$ cat src/rtl/lsu_pkg.sv
package lsu_pkg;

    localparam int XLEN   = 32;   // data and address width
    localparam int REG_AW = 5;    // register index
    localparam int EXP_W  = 7;    // one bit per exception cause

    // cause bit positions inside exp_t
    localparam int EXP_ALE  = 5;  // misaligned address
    localparam int EXP_ADEM = 6;  // address past the end of data RAM

    typedef logic [EXP_W-1:0] exp_t;

    // encoding matches the execute stage: 0 byte, 1 half, 2 word
    typedef enum logic [1:0] {
        MW_BYTE = 2'd0,
        MW_HALF = 2'd1,
        MW_WORD = 2'd2
    } mem_width_e;

    // address stage -> response stage, 50 bits
    typedef struct packed {
        logic [REG_AW-1:0] rd;     // zero for stores
        mem_width_e        width;
        logic              sign;   // sign-extend loaded value
        logic              store;
        logic [1:0]        ofs;    // byte offset inside the word
        exp_t              exp;    // incoming causes ORed with new ones
        logic [XLEN-1:0]   badv;   // computed address, qualified later
    } addr_stage_t;

    // writeback record, 76 bits
    typedef struct packed {
        logic [REG_AW-1:0] rd;
        logic [XLEN-1:0]   data;
        exp_t              exp;
        logic [XLEN-1:0]   badv;
    } wb_t;

endpackage

$ cat src/rtl/dcache_pkg.sv
package dcache_pkg;

    localparam int DCACHE_WORDS = 256;  // data RAM depth
    localparam int DCACHE_AW    = 8;    // word index width
    localparam int DCACHE_OFS_W = 2;    // byte offset bits below the index
    localparam int DCACHE_NB    = 4;    // bytes per word

    // first byte address outside the RAM
    localparam int DCACHE_LIMIT = DCACHE_WORDS * DCACHE_NB;

    typedef logic [DCACHE_NB-1:0] byte_en_t;

    // base lane patterns, shifted up by the byte offset
    localparam byte_en_t BE_BYTE = 4'b0001;
    localparam byte_en_t BE_HALF = 4'b0011;
    localparam byte_en_t BE_WORD = 4'b1111;

    // write 1, read 0, as on the cache port of the old mem0
    typedef enum logic {
        DC_READ  = 1'b0,
        DC_WRITE = 1'b1
    } dcache_op_e;

endpackage

$ cat src/rtl/dcache_req_if.sv
`timescale 1ns/1ps

// one request per access, no ready: the RAM always takes it
interface dcache_req_if import dcache_pkg::*, lsu_pkg::*; ();

    logic                 valid;    // single-cycle strobe
    dcache_op_e           op;
    logic [DCACHE_AW-1:0] index;    // addr[9:2]
    byte_en_t             byte_en;  // lanes written on a store
    logic [XLEN-1:0]      wdata;    // store data already in its lanes

    // address stage drives everything
    modport src (
        output valid,
        output op,
        output index,
        output byte_en,
        output wdata
    );

    // data RAM only listens
    modport dst (
        input valid,
        input op,
        input index,
        input byte_en,
        input wdata
    );

endinterface

$ cat src/rtl/mem_addr_stage.sv
`timescale 1ns/1ps

// address generation and cache request forming, purely combinational
module mem_addr_stage import lsu_pkg::*, dcache_pkg::*; (
    input  logic              op_valid,
    input  logic [REG_AW-1:0] op_rd,
    input  logic              op_store,
    input  mem_width_e        op_width,
    input  logic              op_sign,
    input  logic [XLEN-1:0]   op_base,
    input  logic [XLEN-1:0]   op_imm,
    input  logic [XLEN-1:0]   op_wdata,
    input  exp_t              op_exp,
    dcache_req_if.src         req,
    output addr_stage_t       pay
);

    logic [XLEN-1:0] addr;
    logic [1:0]      ofs;
    logic            ale;      // misaligned half or word
    logic            adem;     // beyond the RAM
    exp_t            exp_all;
    byte_en_t        be_base;  // lane pattern before the offset shift
    logic [XLEN-1:0] wdata_rep;

    assign addr = op_base + op_imm;
    assign ofs  = addr[DCACHE_OFS_W-1:0];

    always_comb begin
        case (op_width)
            MW_BYTE: ale = 1'b0;
            MW_HALF: ale = ofs[0];
            default: ale = |ofs;     // word, and the unused code
        endcase
    end

    assign adem = (addr >= XLEN'(DCACHE_LIMIT));

    // new causes join whatever execute already flagged
    always_comb begin
        exp_all           = op_exp;
        exp_all[EXP_ALE]  = op_exp[EXP_ALE] | ale;
        exp_all[EXP_ADEM] = op_exp[EXP_ADEM] | adem;
    end

    // write_type of the old design, plus the offset shift
    always_comb begin
        case (op_width)
            MW_BYTE: begin
                be_base   = BE_BYTE;
                wdata_rep = {4{op_wdata[7:0]}};   // every lane gets the byte
            end
            MW_HALF: begin
                be_base   = BE_HALF;
                wdata_rep = {2{op_wdata[15:0]}};
            end
            default: begin
                be_base   = BE_WORD;
                wdata_rep = op_wdata;
            end
        endcase
    end

    // any cause at all suppresses the access
    assign req.valid   = op_valid && (exp_all == '0);
    assign req.op      = op_store ? DC_WRITE : DC_READ;
    assign req.index   = addr[DCACHE_AW+DCACHE_OFS_W-1:DCACHE_OFS_W];
    assign req.byte_en = be_base << ofs;
    assign req.wdata   = wdata_rep;

    assign pay.rd    = op_store ? '0 : op_rd;   // stores write no register
    assign pay.width = op_width;
    assign pay.sign  = op_sign;
    assign pay.store = op_store;
    assign pay.ofs   = ofs;
    assign pay.exp   = exp_all;
    assign pay.badv  = addr;

endmodule

$ cat src/flat_wrapper.sv
// flat-port wrapper written by rule: the top's interface ports become plain ports
module mem_addr_stage_flat import lsu_pkg::*, dcache_pkg::*;
  (op_valid, op_rd, op_store, op_width, op_sign, op_base, op_imm, op_wdata, op_exp, pay, req_valid, req_op, req_index, req_byte_en, req_wdata);
  dcache_req_if req_i ();
  input  logic op_valid;
  input  logic [REG_AW-1:0] op_rd;
  input  logic op_store;
  input  mem_width_e op_width;
  input  logic op_sign;
  input  logic [XLEN-1:0] op_base;
  input  logic [XLEN-1:0] op_imm;
  input  logic [XLEN-1:0] op_wdata;
  input  exp_t op_exp;
  output addr_stage_t pay;
  output wire logic [$bits(req_i.valid)-1:0] req_valid;
  output wire logic [$bits(req_i.op)-1:0] req_op;
  output wire logic [$bits(req_i.index)-1:0] req_index;
  output wire logic [$bits(req_i.byte_en)-1:0] req_byte_en;
  output wire logic [$bits(req_i.wdata)-1:0] req_wdata;
  assign req_valid = req_i.valid;
  assign req_op = req_i.op;
  assign req_index = req_i.index;
  assign req_byte_en = req_i.byte_en;
  assign req_wdata = req_i.wdata;
  mem_addr_stage u_core (.op_valid(op_valid), .op_rd(op_rd), .op_store(op_store), .op_width(op_width), .op_sign(op_sign), .op_base(op_base), .op_imm(op_imm), .op_wdata(op_wdata), .op_exp(op_exp), .req(req_i), .pay(pay));
endmodule
$ cat config.mk
export PLATFORM = sky130hd
export DESIGN_NAME = mem_addr_stage_flat
export DESIGN_NICKNAME = d
export VERILOG_FILES = /design/src/rtl/lsu_pkg.sv /design/src/rtl/dcache_pkg.sv /design/src/rtl/dcache_req_if.sv /design/src/rtl/mem_addr_stage.sv /design/src/flat_wrapper.sv
export SDC_FILE = /design/constraint.sdc
export NUM_CORES = 1
export LEC_CHECK = 0
export BUFFER_PORTS_ARGS = -buffer_cell sky130_fd_sc_hd__buf_2
export CAP_MARGIN = 20
export CORE_AREA = 2 2 87 89
export DETAILED_ROUTE_END_ITERATION = 10
export DIE_AREA = 0 0 89 91
export PLACE_DENSITY_LB_ADDON = 0.1
export SLEW_MARGIN = 20
export SYNTH_ARGS = -nofsm -noshare
export SYNTH_HDL_FRONTEND = slang
export SYNTH_SLANG_ARGS = --single-unit
$ cat constraint.sdc
create_clock -name vclk -period 2.2
set_input_delay 0 -clock vclk [all_inputs]
set_output_delay 0 -clock vclk [all_outputs]
set_load 0.05 [all_outputs]
Yosys cells after proc, flatten, opt, wreduce, memory -nomap -nowiden. Index checks and enable logic that the tools add are counted.

Output and inout bits: 96. Register bits: 0. Logic and storage cells: 15. Input bits: 113.

Muxes and demuxes: 5. Reductions and logical operators: 4. Shifts and indexed selects: 1. Bitwise logic cells: 2. Eq/ne operators: 1. $lt $le $gt $ge: 1. Add/sub/neg operators: 1.

Operators with widths (number): $pmux 32 s2 (1); $add 32x32->32 (1); $ge 32x11->1 const B (1); $pmux 4 s2 (1); $logic_not 7->1 (1); $mux 5 (1); $shl 4x2->4 (1); $eq 2x1->1 const B (1); $logic_not 2->1 (1); $or 1x1->1 (2); $pmux 1 s2 (1); $reduce_or 2->1 (1); $logic_and 1x1->1 (1); $mux 1 (1).

Logic depth before layout (Yosys ltp).
Word-level depth: 6. Depth in mapped cells: 12. Gate-level depth less buffers: 12.

Worst setup path before layout. OpenSTA, ideal clock, no wires.

Kind: in2out. From: input port op_base[0]. To: output port pay[38] (netlist bit). Slack: -1.009 ns. Buffers on the path: 0. Cell stages on the path: 12. Data required time: 2.200 ns. Data arrival time: 3.209 ns. Cells stage by stage: ha_1 > inv_1 > fa_1 > nor2b_1 > o2111a_1 > o21ai_2 > and4b_1 > nor3_1 > a211oi_1 > nand4b_1 > nor4_2 > nand4bb_1.

RTL lines: from (decl) (line flat_wrapper.sv:10) `input logic [XLEN-1:0] op_base;`; to (decl) (line flat_wrapper.sv:14) `output addr_stage_t pay;`.

Final worst setup path.
From: input port op_base[1]. To: output port req_valid.

Cells in the longest elaborated chain, start to end: 6. Elaborated cells between the ends (all ways): 8. Classes of those cells: add/sub: 1; order compare: 1; mux: 1; bitwise: 2; reduce/logical: 3.

RTL lines: $add 32x32->32 (*) (line mem_addr_stage.sv:26) `assign addr = op_base + op_imm;`; branches (longest 3 deep; another with $ge 32x11->1); $logic_not 7->1 (*) (line mem_addr_stage.sv:65) `assign req.valid = op_valid && (exp_all == '0);`; $logic_and 1x1->1 (*) (line mem_addr_stage.sv:65); to (decl) (line flat_wrapper.sv:15) `output wire logic [$bits(req_i.valid)-1:0] req_valid;`.

Every way passes the cells marked *.

==> metrics.txt <==
number of stages on the worst setup path 13; worst-case headroom to the max-slew limit 0.7033; global-route wire length before repair 16.35 mm; max-cap viol count 0; Seq Cell Count 0; most used standard cells in the synthesized netlist a21oi_1 (35), nand2_1 (34), ha_1 (31), buf_4 (30), o21ai_0 (26); number of DRC violations after detailed routing 0; combined flip-flop and latch cell area 0 um2; worst hold slack 0.3912 ps; arrival time of the worst setup path 2670 ps; RSZ-0062 raised after global routing true; overall die height 91 um; Routed Antenna Nets 0; CP endpoint kind output pin; post-synthesis cell area 0.002651 mm2; final hold violations 0; Slowest-stage cell, CP or3_1; Synth Area in Simple Gates 0.1940; result of the run finished with violations; die outline area 0.008099 mm2; Startpoint Class input pin; I/O pin count 209; Slew Viols, Final 0; RD Place Congestion 0.9249; min Tclk post-route 2670 ps; Post-Synthesis Cells 371; count of buffer and inverter cells on the critical path 3; Period Utilization, post-route 1.214; final critical-path setup slack -469.7 ps; Critical Path, Cell by Cell buf_2 > ha_4 > a211oi_4 > o211ai_1 > a32oi_1 > buf_4 > o2111ai_2 > a21oi_2 > a211oi_2 > xnor2_2 > or3_1 > and4b_2 > buf_8; Core Util, Final 0.6879; accumulated negative setup slack -1024 ps; post-synthesis to final-layout area growth 85.18%; area share of the leading cell type in the synthesized netlist 0.1463; Port Buf Inserts 207; sequential cell area fraction in the yosys report 0; delay of the slowest critical-path stage 330 ps; cell count after placement 733; placeable core region 0.007137 mm2; First-pass DRT Iterations 5; HP Class input pin to output pin; largest family of logic cells by synthesized area compound AO/OA/AOI/OAI gates; kind of critical path input pin to output pin; share of cells above drive strength 1 0.6190; synthesis warning total 0; highest clock frequency the design can meet 0.3746 GHz; leakage dissipation 2.465 nW; P per Cell Area 504.1 mW/mm2; fraction of the mapped netlist area in compound gates 0.3190; net count after synthesis 516; Non-Filler Instances 742; number of global-route vias before repair 3598; initial antenna violation count 0; global-route usage over all layers 0.2386; DP Worst Slack -737.2 ps; share of cell area taken by muxes after synthesis 0.1133; number of rows in the core area 31; distinct cell type count of the synthesized netlist 57; detailed placement HPWL 8.674 mm; cell types with the largest area share after synthesis ha_1 (15%), buf_4 (8.5%), mux2_2 (6.8%); Worst Path Max Fanout 3; arithmetic-cell share of the synthesized area counting full adders, half adders and majority gates 0.1538; antenna cells 0; Cells on Worst Hold Path 0; largest net degree at the start of global routing 20; aggregate routed wire length 10.59 mm; total number of vias 3791; worst path required time 2200 ps; dominant cell by count in the synthesized netlist a21oi_1; IR drop worst, VDD 0.2878 mV; wire length per cell after detailed routing 14.28 um; violation count after the first detailed-route iteration 108; xor and xnor fraction of the mapped netlist area 0.08919; Mapped Avg Cell Area 7.146 um2; Top Family by Delay on Critical Path compound AO/OA/AOI/OAI gates; Via density 5.109; count of clock-net buffers in the final layout 0; die width 89 um; worst slew pin tran 440.4 ps; GRT overflow 0; # setup viols final 3; starting density of the core 0.3715; violations in the final reports negative setup slack; final net count 790; top cell type by total area after synthesis ha_1
==> power by group <==
group	total (mW)	switching, mW	internal, mW
registers	0	0	0
clock network	0	0	0
logic	2.47	1.56	0.916
total	2.47	1.56	0.916
==> through the flow <==
step	total power, mW	instance area [um2]
final	2.475	4910
after floorplan	1.579	2736
after global placement	2.220	4360
after global routing	2.618	4910
after detailed placement	2.235	4360
after CTS	2.368	4690
==> metal layers <==
| layer | up-vias | wire (um) | GRT usage |
|---|---|---|---|
| met4 | 0 | 97 | 0.03483 |
| met3 | 14 | 638 | 0.01545 |
| met5 | - | 0 | 0 |
| met1 | 1747 | 4578 | 0.3113 |
| met2 | 148 | 5278 | 0.4316 |
| li1 | 1882 | - | - |
==> layout by cell type, fill, tap and decap left out, types with 3 or more instances in the layout <==
cell      count
buf_2       189
buf_4       105
nand2_1      33
a21oi_1      30
o21ai_0      21
nor2_1       18
ha_1         17
mux2_2       16
inv_1        14
buf_6        14
mux2i_1      12
ha_4         12
a21o_1       11
xnor2_1      10
a21oi_2       8
nand4_1       8
o211ai_1      7
xnor2_2       7
xor2_1        7
o21bai_1      6
o21a_1        6
buf_8         6
o21ai_1       5
nor2b_1       5
nor3_1        4
nand3_1       3
xor2_2        3
==> cell type report <==
class | instances | area, um2
Multi-Input combinational cell | 311 | 2729
Timing Repair Buffer | 316 | 1997
Tap cell | 99 | 123.9
Inverter | 16 | 60.06
Fill cell | 651 | 2227
==> cell families after synthesis <==
| logic type | Yosys count |
|---|---|
| buffers and inverters | 60 |
| xor gates and xnor gates | 27 |
| and+or+nand+nor | 99 |
| adders and majority gates | 32 |
| muxes | 28 |
| AOI/OAI and AO/OA | 125 |
==> repair_timing <==
action	in CTS	in global routing
gates resized for setup	56	40
pin swaps	30	33
setup endpoints to repair	12	12
buffers inserted	4	9
hold buffers	0	0
==> path summary, 6_finish.rpt <==
check,start,end,slack [ps]
setup / recovery,op_base[1],req_valid,-470
hold / removal,op_sign,pay[42],0.4
No activity file was read; power rests on OpenSTA's default activity.
