### src/rtl/lsu_pkg.sv
package lsu_pkg;

    localparam int XLEN   = 32;   // data and address width
    localparam int REG_AW = 5;    // register index
    localparam int EXP_W  = 7;    // one bit per exception cause

    // cause bit positions inside exp_t
    localparam int EXP_ALE  = 5;  // misaligned address
    localparam int EXP_ADEM = 6;  // address past the end of data RAM

    typedef logic [EXP_W-1:0] exp_t;

    // encoding matches the execute stage: 0 byte, 1 half, 2 word
    typedef enum logic [1:0] {
        MW_BYTE = 2'd0,
        MW_HALF = 2'd1,
        MW_WORD = 2'd2
    } mem_width_e;

    // address stage -> response stage, 50 bits
    typedef struct packed {
        logic [REG_AW-1:0] rd;     // zero for stores
        mem_width_e        width;
        logic              sign;   // sign-extend loaded value
        logic              store;
        logic [1:0]        ofs;    // byte offset inside the word
        exp_t              exp;    // incoming causes ORed with new ones
        logic [XLEN-1:0]   badv;   // computed address, qualified later
    } addr_stage_t;

    // writeback record, 76 bits
    typedef struct packed {
        logic [REG_AW-1:0] rd;
        logic [XLEN-1:0]   data;
        exp_t              exp;
        logic [XLEN-1:0]   badv;
    } wb_t;

endpackage

### src/rtl/mem_resp_stage.sv
`timescale 1ns/1ps

// merges RAM data with the access bits and forms the writeback record
module mem_resp_stage import lsu_pkg::*; (
    input  logic            pay_valid,
    input  addr_stage_t     pay,
    input  logic [XLEN-1:0] rdata,
    output logic            wb_valid,
    output wb_t             wb
);

    logic [7:0]      bsel;       // addressed byte
    logic [15:0]     hsel;       // addressed half
    logic [XLEN-1:0] ext;        // extended load value
    logic            fault;      // any cause set
    logic            addr_fault; // cause tied to the address

    // offset picks the lane, aligned accesses only get here with data
    always_comb begin
        case (pay.ofs)
            2'd0:    bsel = rdata[7:0];
            2'd1:    bsel = rdata[15:8];
            2'd2:    bsel = rdata[23:16];
            default: bsel = rdata[31:24];
        endcase
    end

    assign hsel = pay.ofs[1] ? rdata[31:16] : rdata[15:0];

    always_comb begin
        case (pay.width)
            MW_BYTE: begin
                if (pay.sign) begin
                    ext = {{(XLEN-8){bsel[7]}}, bsel};
                end else begin
                    ext = {{(XLEN-8){1'b0}}, bsel};
                end
            end
            MW_HALF: begin
                if (pay.sign) begin
                    ext = {{(XLEN-16){hsel[15]}}, hsel};
                end else begin
                    ext = {{(XLEN-16){1'b0}}, hsel};
                end
            end
            default: ext = rdata;   // word passes whole
        endcase
    end

    assign fault      = |pay.exp;
    assign addr_fault = pay.exp[EXP_ALE] | pay.exp[EXP_ADEM];

    assign wb_valid = pay_valid;

    // a faulting access writes nothing back
    assign wb.rd   = fault ? '0 : pay.rd;
    assign wb.data = (pay.store || fault) ? '0 : ext;
    assign wb.exp  = pay.exp;
    assign wb.badv = addr_fault ? pay.badv : '0;   // only address causes report it

endmodule

### config.mk
export PLATFORM = sky130hd
export DESIGN_NAME = mem_resp_stage
export DESIGN_NICKNAME = d
export VERILOG_FILES = /design/src/rtl/lsu_pkg.sv /design/src/rtl/mem_resp_stage.sv
export SDC_FILE = /design/constraint.sdc
export NUM_CORES = 1
export LEC_CHECK = 0
export ABC_AREA = 1
export BUFFER_PORTS_ARGS = -buffer_cell sky130_fd_sc_hd__clkbuf_2
export CAP_MARGIN = 10
export CORE_UTILIZATION = 30
export DETAILED_ROUTE_END_ITERATION = 16
export PLACE_DENSITY = 0.73
export SLEW_MARGIN = 15
export SYNTH_ARGS = -nofsm -noshare
export SYNTH_HDL_FRONTEND = slang
export SYNTH_SLANG_ARGS = --single-unit
### constraint.sdc
create_clock -name vclk -period 1.6
set_clock_uncertainty 0.1 [all_clocks]
set_input_delay 0.32 -clock vclk [all_inputs]
set_output_delay 0.32 -clock vclk [all_outputs]
set_load 0.01 [all_outputs]
=== Word-level counts from Yosys, hierarchy flattened ===
Cells that the tools add are included.

* Flip-flop bits (word level): 0
* Latch bits: 0
* Memory bits (writable): 0
* Memory bits (read-only): 0
* Logic and storage cells: 16
* Memories: 0

* $add $sub $neg: 0
* $mul: 0
* Divide/modulo/power cells: 0
* Order comparisons: 0
* Equal/unequal tests: 3
* Shifts and indexed selects: 0
* Multiplexer cells: 8
* Bitwise operators: 1
* Reductions and logical operators: 4

{| class="wikitable"
|+ Operators by type and width
! operator !! count
|-
| 32-bit 2-to-1 mux || 4
|-
| 32-bit one-hot mux with 2 select lines || 1
|-
| 8-bit one-hot mux with 3 select lines || 1
|-
| 16-bit 2-to-1 mux || 1
|-
| 7-bit OR reduction || 1
|-
| 5-bit 2-to-1 mux || 1
|-
| 2-bit by 1-bit == test with 1-bit output (second input constant) || 2
|-
| 2-bit zero test || 2
|-
| 2-bit == test (second input constant) || 1
|-
| 1-bit logical OR || 1
|-
| 1-bit bitwise OR || 1
|}

=== Depth between registers and ports, before layout ===
Gate-level depths: netlist (run 1).

* Word-level depth: 5
* Gate-level depth with buffers: 11
* Gate-level depth less buffers: 9

=== Worst setup path before layout (run 1) ===
Ideal clock, no wire load.

* Kind: input -> output
* Start point: in pay[40] (netlist bit)
* End point: out wb[60] (netlist bit)
* Arrival time: 1247 ps
* Data required time: 1180 ps
* Slack: -67 ps
* Cell stages on the path: 11
* Path buffers: 2
* Path through: buf_6 inv_4 nand2_1 nand2_1 nand2_1 nand2_2 nand3_4 nand3_2 nand2_4 buf_12 nor2_2

{| class="wikitable"
|+ RTL lines
! element !! line !! RTL
|-
| start, declared || mem_resp_stage.sv:6 || <nowiki>input addr_stage_t pay,</nowiki>
|-
| end, declared || mem_resp_stage.sv:9 || <nowiki>output wb_t wb</nowiki>
|}

==> flow_summary_export.csv, run 1 <==
group,metric,value,unit
outcome,run_status,"finished with violations",
outcome,failed_checks,"negative setup slack",
power_and_ir_drop,share_clk_of_total_power,0,
grt,grt_met1_use,0.284,
die,floorplan.die_area,4810,µm²
power_and_ir_drop,ir_drop,0.0000810,V
cells_and_area,layout.clock_buffers,0,
sta,worst_slack,-0.172,ns
sta,fin_worst_hold_slack,0.540,ns
hold_path,hold_path_depth,0,
sta,setup_repair_after_global_routing_missed_its_margin,"yes",
run,max_cap_viol_count,0,
drt,first_pass_iters,4,
power_and_ir_drop,p_leak,1.73,nW
drt,remaining_drc_errors,0,
die,core.rowCount,24,
yosys,syn_nets,368,
drt,vias_per_cell,4.72,
yosys,synth.cells.most_frequent,"sky130_fd_sc_hd__nor2_1 (71), sky130_fd_sc_hd__inv_1 (56), sky130_fd_sc_hd__nand2_1 (44), sky130_fd_sc_hd__a21oi_1 (31)",
drt,drt-wirelength-per-cell,12.7,µm
sta,report.final.setup_viol,34,
setup_path,crit_path_max_fanout,5,
cells_and_area,reg_area,0,µm²
clocking,cts-hold-fix-buffers,0,
sta,fin_tns_setup,-4.42,ns
die,placeable_area,4350,µm²
sta,clock.fmax,564,MHz
yosys,syn_avg_cell_area,4.78,µm²
placed_design,dp_hpwl,4660,µm
power_and_ir_drop,power_frac_seq,0,
sta,slew_headroom,0.801,
die,die_w,69.4,µm
grt,global_route.usage.met2,0.431,
power_and_ir_drop,power_per_cell_area,214,nW/µm²
grt,wire_length_of_the_first_global_routing_pass,9520,µm
yosys,synth.lib_cells_used.distinct,24,
setup_path,end_kind,"output pin",
grt,grt_pass1_vias,2127,
grt,grt_use_met3,0.0247,
grt,grt_use_total,0.234,
grt,grt_start_max_net_pins,33,
cells_and_area,layoutNonFillerInstCount,505,
cells_and_area,area.growth.synth_to_final,105,%
hold_path,worst_hold_check_path_type,"input port to output pin",
yosys,yosys.area.top_type_share,0.196,
yosys,netlist_area,1360,µm²
drt,vias,2382,
yosys,yosysWarningCount,0,
setup_path,start_kind,"input port",
grt,grt_overflow_total,0,
sta,final_hold_violations,0,
sta,max_slew.worst_pin.slew,0.299,ns
drt,postRouteAntennaNets,0,
setup_path,crit_arrival,1.35,ns
cells_and_area,num-nets-final,538,
die,die_height,69.4,µm
power_and_ir_drop,total_power,599,µW
placed_design,number_of_port_buffers,158,
grt,grt_antenna_before_repair,0,
yosys,synth.largest_area_cell,"sky130_fd_sc_hd__nor2_1",
die,io-pin-count,160,
placed_design,post-place-ws,-0.328,ns
setup_path,setup.worst_path.class,"input port to output pin",
drt,drt-initial-drc-count,183,
power_and_ir_drop,p_sw,327,µW
cells_and_area,layout-drive-gt1-share,0.570,
drt,wirelength,6400,µm
hold_path,hold-path-endpoint,"wb_valid",
yosys,synth.top_cells.by_area,"sky130_fd_sc_hd__nor2_1 (20%), sky130_fd_sc_hd__inv_1 (15%), sky130_fd_sc_hd__nand2_1 (12%)",
placed_design,place.detailed.instances,499,
yosys,synth-seq-area-share,0,
grt,grt.busiest_layer,"met2",
die,start_util,0.313,
yosys,synthCells,285,
hold_path,holdCritStartpoint,"pay_valid",
sta,slew_viol_final,0,
sta,period_needed,1.77,ns
setup_path,worst-endpoint-required,1.18,ns
power_and_ir_drop,switching_portion_of_total_power,0.547,
power_and_ir_drop,int_power,271,µW
placed_design,routabilityCongestion,0.917,
cells_and_area,antenna_cells,0,
yosys,synthMostInstantiatedCell,"sky130_fd_sc_hd__nor2_1",
sta,fin_crit_sh,1.11,
cells_and_area,layout.sequential_cells,0,
power_and_ir_drop,power.share.combinational,1.000,
-- logic make-up after synthesis --
family	synth area share
AO/OA/AOI/OAI	0.231
buffers and inverters	0.282
AND/OR/NAND/NOR	0.487
-- per-layer routing --
metal | part of all wire | vias up | wire, µm
li1 | - | 1206 | -
met1 | 0.40 | 1035 | 2580
met2 | 0.51 | 129 | 3290
met3 | 0.065 | 12 | 416
met4 | 0.017 | 0 | 107
met5 | 0 | - | 0
-- how the worst max path moves through the flow --
stage                     slack [ns]      to    start
final                          -0.17  wb[45]  pay[40]
after global routing           -0.23  wb[60]  pay[40]
after CTS                      -0.18  wb[49]  pay[38]
after detailed placement       -0.33  wb[56]  pay[40]
after global placement         -0.27  wb[58]  pay[40]
after floorplan                -0.06  wb[60]  pay[40]
-- stage by stage --
step,util,cell area [µm²]
final,0.641,2790
after global routing,0.641,2790
after CTS,0.579,2520
after detailed placement,0.530,2310
after global placement,0.530,2310
after floorplan,-,1410
-- cell type report --
type	count	area, µm²
multi-input combinational	204	1260
fill	416	1560
tap	52	65.1
timing repair buffer	190	1230
inverter	59	241
-- worst max-delay path, stage by stage --
cell and delay, ns:
sky130_fd_sc_hd__clkbuf_16 0.14, sky130_fd_sc_hd__buf_8 0.13, sky130_fd_sc_hd__nor2_4 0.10, sky130_fd_sc_hd__buf_6 0.13, sky130_fd_sc_hd__nand2_2 0.05, sky130_fd_sc_hd__nand3_2 0.06, sky130_fd_sc_hd__o211ai_1 0.08, sky130_fd_sc_hd__a21oi_1 0.17
sky130_fd_sc_hd__buf_2 0.16
-- power by group through the flow --
stage / sequential, mW / combinational (mW) / clock (mW)
after floorplan: 0 / 0.264 / 0
after global placement: 0 / 0.492 / 0
after detailed placement: 0 / 0.498 / 0
after CTS: 0 / 0.544 / 0
after global routing: 0 / 0.649 / 0
final: 0 / 0.599 / 0
-- cells in the final DEF (no fill, tap or decap), types with 6 or more instances in the layout --
| master | count |
|---|---|
| sky130_fd_sc_hd__a21oi_1 | 25 |
| sky130_fd_sc_hd__a21oi_2 | 6 |
| sky130_fd_sc_hd__buf_2 | 19 |
| sky130_fd_sc_hd__buf_4 | 24 |
| sky130_fd_sc_hd__buf_6 | 22 |
| sky130_fd_sc_hd__clkbuf_2 | 119 |
| sky130_fd_sc_hd__inv_1 | 55 |
| sky130_fd_sc_hd__nand2_1 | 28 |
| sky130_fd_sc_hd__nand2_2 | 14 |
| sky130_fd_sc_hd__nand3_1 | 6 |
| sky130_fd_sc_hd__nand3_2 | 8 |
| sky130_fd_sc_hd__nor2_1 | 58 |
| sky130_fd_sc_hd__nor2_4 | 19 |
| sky130_fd_sc_hd__o211ai_1 | 9 |
| sky130_fd_sc_hd__o21ai_0 | 6 |
| sky130_fd_sc_hd__o21ai_1 | 7 |
-- what timing repair did --
action                                  CTS  global route
hold endpoints to repair                  0             0
pin swaps                                21            24
endpoints found under the setup margin   32            65
gates resized for setup                  43           103
cloned                                    2             0
setup buffers                             4             1
No activity file was read; power rests on OpenSTA's default activity.
==> run 2, diff against run 1 <==
--- a/config.mk
+++ b/config.mk
@@ -8,9 +8,10 @@
 export ABC_AREA = 1
 export BUFFER_PORTS_ARGS = -buffer_cell sky130_fd_sc_hd__clkbuf_2
 export CAP_MARGIN = 10
-export CORE_UTILIZATION = 30
+export CORE_UTILIZATION = 32
 export DETAILED_ROUTE_END_ITERATION = 16
-export PLACE_DENSITY = 0.73
+export MAX_ROUTING_LAYER = met4
+export PLACE_DENSITY = 0.77
 export SLEW_MARGIN = 15
 export SYNTH_ARGS = -nofsm -noshare
 export SYNTH_HDL_FRONTEND = slang
==> constraint.sdc (replaced) <==
create_clock -name vclk -period 1.6
set_clock_uncertainty 0.1 [all_clocks]
set_input_delay 0.32 -clock vclk [all_inputs]
set_output_delay 0.32 -clock vclk [all_outputs]
set_load 0.02 [all_outputs]
==> run 2 against run 1 <==
The run still ends with negative setup slack left. Utilization rose by 8.8 points. Sequential share of layout area did not move. First-iteration DRC count fell by 31%. Critical path depth did not move. Count of clock-buffer cells in the layout did not move. Routed wire length rose by 4.2%. Global-route usage rose by 4.0 points. Design area rose by 5.2%. Maximum frequency fell by 5.8%. Flip-flop and latch count did not move. Non-clock buffer count fell by 7. Via count rose by 3.2%. Largest cell class is now buffers. Highest routed layer unchanged.
==> flow_summary_export.csv, run 2 (synthesis gave the netlist of run 1 again) <==
group,metric,value,unit
placed_design,post-place-ws,-0.359,ns
grt,grt_pass1_vias,2146,
grt,grt_overflow_total,0,
power_and_ir_drop,total_power,642,µW
placed_design,routabilityCongestion,0.891,
cells_and_area,layoutNonFillerInstCount,496,
cells_and_area,layout.clock_buffers,0,
setup_path,start_kind,"input port",
grt,grt_antenna_before_repair,0,
drt,wirelength,6670,µm
sta,slew_headroom,0.804,
cells_and_area,area.growth.synth_to_final,116,%
power_and_ir_drop,p_leak,1.69,nW
hold_path,worst_hold_check_path_type,"input port to output pin",
die,io-pin-count,160,
placed_design,place.detailed.instances,492,
drt,postRouteAntennaNets,0,
die,placeable_area,4030,µm²
drt,vias_per_cell,4.96,
sta,report.final.setup_viol,32,
sta,slew_viol_final,0,
grt,grt_use_total,0.274,
cells_and_area,postLayoutCellArea,2940,µm²
cells_and_area,antenna_cells,0,
cells_and_area,num-nets-final,531,
die,die_height,67.2,µm
drt,drt-wirelength-per-cell,13.5,µm
sta,period_needed,1.88,ns
sta,final_hold_violations,0,
drt,drt-initial-drc-count,127,
die,start_util,0.338,
placed_design,number_of_port_buffers,158,
die,floorplan.die_area,4520,µm²
setup_path,setup.worst_path.class,"input port to output pin",
cells_and_area,post_route_utilization,0.729,
placed_design,placement.cell_area,2320,µm²
outcome,failed_checks,"negative setup slack",
die,core.rowCount,23,
clocking,cts-hold-fix-buffers,0,
drt,vias,2459,
cells_and_area,layout.cells.most_common,"sky130_fd_sc_hd__clkbuf_2",
sta,max_slew.worst_pin.slew,0.294,ns
cells_and_area,layout.sequential_cells,0,
cells_and_area,reg_area,0,µm²
power_and_ir_drop,power_per_cell_area,219,nW/µm²
outcome,run_status,"finished with violations",
cells_and_area,layout-drive-gt1-share,0.594,
drt,remaining_drc_errors,0,
grt,grt_start_max_net_pins,33,
run,max_cap_viol_count,0,
setup_path,crit_path_max_fanout,7,
grt,wire_length_of_the_first_global_routing_pass,9560,µm
setup_path,crit_arrival,1.46,ns
sta,fin_worst_hold_slack,0.540,ns
power_and_ir_drop,ir_drop,0.000185,V
cells_and_area,most_frequent_cells_in_the_layout,"sky130_fd_sc_hd__clkbuf_2 (117), sky130_fd_sc_hd__nor2_1 (53), sky130_fd_sc_hd__inv_1 (49), sky130_fd_sc_hd__nand2_1 (32), sky130_fd_sc_hd__buf_4 (22)",
setup_path,end_kind,"output pin",
sta,clock.fmax,532,MHz
drt,first_pass_iters,4,
setup_path,worst-endpoint-required,1.18,ns
die,die_w,67.2,µm
sta,fin_crit_sh,1.18,
sta,setup_repair_after_global_routing_missed_its_margin,"yes",
sta,fin_tns_setup,-6.34,ns
placed_design,dp_hpwl,4550,µm
sta,worst_slack,-0.281,ns
## run 2: changes by cell type in the layout (fill, tap and decap cells not counted), moves of 3 or more
cell / previous run / this run
sky130_fd_sc_hd__nand2_2: 14 / 11
sky130_fd_sc_hd__a21oi_1: 25 / 19
sky130_fd_sc_hd__nand2_1: 28 / 32
sky130_fd_sc_hd__o21ai_1: 7 / 3
sky130_fd_sc_hd__buf_6: 22 / 13
sky130_fd_sc_hd__inv_2: 1 / 6
sky130_fd_sc_hd__nor2_2: 5 / 11
sky130_fd_sc_hd__clkbuf_8: 1 / 13
sky130_fd_sc_hd__a21oi_2: 6 / 12
sky130_fd_sc_hd__buf_2: 19 / 1
sky130_fd_sc_hd__buf_8: 3 / 13
sky130_fd_sc_hd__nor2_1: 58 / 53
sky130_fd_sc_hd__inv_1: 55 / 49
## run 2: cell type report
cell class	instances	area (µm²)
Fill cell	332	1090
Timing Repair Buffer	183	1350
Inverter	59	240
Multi-Input combinational cell	204	1280
Tap cell	50	62.6
## run 2: final timing paths
path | slack (ns) | startpoint | cells past startpoint | end
worst max-delay path | -0.28 | pay[40] | 9 | wb[39]
worst min-delay path | 0.54 | pay_valid | 0 | wb_valid
## run 2: worst max-delay path, stage by stage
cell and delay, ns:
sky130_fd_sc_hd__clkbuf_16 0.14, sky130_fd_sc_hd__buf_8 0.13, sky130_fd_sc_hd__nor2_4 0.07, sky130_fd_sc_hd__buf_6 0.15, sky130_fd_sc_hd__nand2_1 0.09, sky130_fd_sc_hd__o211ai_1 0.11, sky130_fd_sc_hd__o211ai_1 0.14, sky130_fd_sc_hd__a21oi_2 0.15
sky130_fd_sc_hd__clkbuf_8 0.16
## run 2: where the power goes
| part | switching, mW | total (mW) | internal [mW] |
|---|---|---|---|
| registers | 0 | 0 | 0 |
| logic | 0.382 | 0.642 | 0.260 |
| clock network | 0 | 0 | 0 |
## run 2: timing repair
action                                  CTS  global route
pin swaps                                 9            16
gates resized for setup                  90            85
setup buffers                             2             1
endpoints found under the setup margin   32            37
cloned                                    1             0
## run 2: per-layer routing
layer,routed length [µm],up-vias,track usage
li1,-,1192,-
met1,2550,1111,0.326
met2,3440,135,0.486
met3,494,21,0.0270
met4,183,0,0.0745
met5,0,-,-
==> run 3, diff against run 2 <==
--- a/config.mk
+++ b/config.mk
@@ -10,8 +10,8 @@
 export CAP_MARGIN = 10
 export CORE_UTILIZATION = 32
 export DETAILED_ROUTE_END_ITERATION = 16
-export MAX_ROUTING_LAYER = met4
 export PLACE_DENSITY = 0.77
+export SETUP_SLACK_MARGIN = 0.5
 export SLEW_MARGIN = 15
 export SYNTH_ARGS = -nofsm -noshare
 export SYNTH_HDL_FRONTEND = slang
==> run 3 against run 2 <==
The flow still finishes with violations (negative setup slack). Non-clock buffer count is 13 higher. Flip-flop and latch count unchanged. Cell count rose by 2.6%. Global-route usage is 6.8 points higher. Count of clock-buffer cells in the layout unchanged. Routed wire length rose by 87%. Via count is 29% higher. Worst hold slack is the same. Die area did not move. Critical path type unchanged. Largest cell class unchanged.
==> flow_summary_export.csv, run 3 (synthesis gave the netlist of run 1 again) <==
group,metric,value,unit
outcome,run_status,"finished with violations",
outcome,failed_checks,"negative setup slack",
grt,grt_use_total,0.343,
sta,slew_viol_final,0,
drt,remaining_drc_errors,0,
run,max_cap_viol_count,0,
power_and_ir_drop,ir_drop,0.000212,V
die,die_w,67.2,µm
setup_path,start_kind,"input port",
sta,final_hold_violations,0,
cells_and_area,area.growth.synth_to_final,186,%
cells_and_area,most_frequent_cells_in_the_layout,"sky130_fd_sc_hd__clkbuf_2 (77), sky130_fd_sc_hd__nor2_4 (59), sky130_fd_sc_hd__buf_8 (49), sky130_fd_sc_hd__inv_1 (47), sky130_fd_sc_hd__buf_6 (33)",
die,start_util,0.338,
power_and_ir_drop,share_clk_of_total_power,0,
die,io-pin-count,160,
power_and_ir_drop,p_sw,572,µW
cells_and_area,num-nets-final,544,
clocking,cts-hold-fix-buffers,0,
die,placeable_area,4030,µm²
drt,first_pass_iters,7,
cells_and_area,layoutNonFillerInstCount,509,
power_and_ir_drop,total_power,1.02,mW
sta,setup_repair_after_global_routing_missed_its_margin,"yes",
cells_and_area,antenna_cells,0,
drt,vias_per_cell,6.22,
power_and_ir_drop,power_per_cell_area,263,nW/µm²
sta,fin_worst_hold_slack,0.540,ns
grt,wire_length_of_the_first_global_routing_pass,11700,µm
setup_path,end_kind,"output pin",
placed_design,dp_hpwl,4530,µm
cells_and_area,layout-drive-gt1-share,0.695,
power_and_ir_drop,power.share.combinational,1.000,
drt,drt-wirelength-per-cell,24.5,µm
placed_design,routabilityCongestion,0.936,
cells_and_area,post_route_utilization,0.965,
die,floorplan.die_area,4520,µm²
cells_and_area,layout.cells.most_common,"sky130_fd_sc_hd__clkbuf_2",
grt,grt_overflow_total,0,
sta,period_needed,2.02,ns
sta,max_slew.worst_pin.slew,0.560,ns
drt,wirelength,12400,µm
grt,grt_pass1_vias,2502,
setup_path,setup.worst_path.class,"input port to output pin",
cells_and_area,layout.clock_buffers,0,
sta,clock.fmax,494,MHz
power_and_ir_drop,switching_portion_of_total_power,0.560,
sta,worst_slack,-0.424,ns
hold_path,hold_path_depth,0,
die,die_height,67.2,µm
power_and_ir_drop,p_leak,1.95,nW
hold_path,worst_hold_check_path_type,"input port to output pin",
grt,grt_start_max_net_pins,20,
grt,grt_antenna_before_repair,0,
cells_and_area,layout.sequential_cells,0,
placed_design,place.detailed.instances,497,
sta,report.final.setup_viol,69,
die,core.rowCount,23,
hold_path,holdCritStartpoint,"pay_valid",
setup_path,crit_path_max_fanout,14,
hold_path,hold-path-endpoint,"wb_valid",
sta,fin_crit_sh,1.26,
sta,slew_headroom,0.625,
placed_design,number_of_port_buffers,158,
cells_and_area,reg_area,0,µm²
drt,drt-initial-drc-count,434,
setup_path,crit_arrival,1.60,ns
power_and_ir_drop,power_frac_seq,0,
drt,postRouteAntennaNets,0,
power_and_ir_drop,int_power,449,µW
setup_path,worst-endpoint-required,1.18,ns
drt,vias,3168,
run 3: worst max path at each step:
stage          startpoint  endpoint
2_1_floorplan     pay[44]    wb[60]
3_3_place_gp      pay[40]    wb[59]
3_5_place_dp      pay[40]    wb[59]
4_1_cts           pay[38]    wb[65]
5_1_grt           pay[44]    wb[70]
6_report          pay[44]    wb[70]
run 3: what timing repair did:
item,CTS,global route
pin swaps,15,30
endpoints found under the hold margin,0,0
gates cloned,5,0
setup buffers,5,2
gates resized for setup,182,156
setup endpoints to repair,71,72
run 3: critical path, cell delays in order:
cell and delay [ns]:
sky130_fd_sc_hd__clkbuf_4 0.18, sky130_fd_sc_hd__inv_4 0.06, sky130_fd_sc_hd__buf_4 0.15, sky130_fd_sc_hd__buf_4 0.19
sky130_fd_sc_hd__nor2_1 0.45, sky130_fd_sc_hd__nor2_4 0.08, sky130_fd_sc_hd__buf_6 0.15
run 3: metal layers:
metal,global-route usage,up-vias,routed length (µm)
li1,-,1214,-
met1,0.361,1416,3650
met2,0.674,368,5640
met3,0.0372,170,1620
met4,0.144,0,1540
met5,0,-,0
run 3: power groups by stage:
stage / Combinational, mW / Sequential [mW] / Clock (mW)
after floorplan: 0.387 / 0 / 0
after global placement: 0.589 / 0 / 0
after detailed placement: 0.600 / 0 / 0
after CTS: 0.804 / 0 / 0
after global routing: 1.06 / 0 / 0
final: 1.02 / 0 / 0
run 3: stage by stage:
step           TNS, ns  setup WS [ns]  instance area, µm²
6_report        -13.12         -0.424                3890
5_1_grt         -15.14         -0.465                3890
4_1_cts          -5.83         -0.196                3490
3_5_place_dp    -12.75         -0.373                2540
3_3_place_gp    -11.68         -0.346                2540
2_1_floorplan    -1.79        -0.0909                1710
run 3: cell type report:
class | instances | area, µm²
Fill cell | 82 | 141
Inverter | 59 | 249
Tap cell | 50 | 62.6
Multi-Input combinational cell | 204 | 1610
Timing Repair Buffer | 196 | 1970
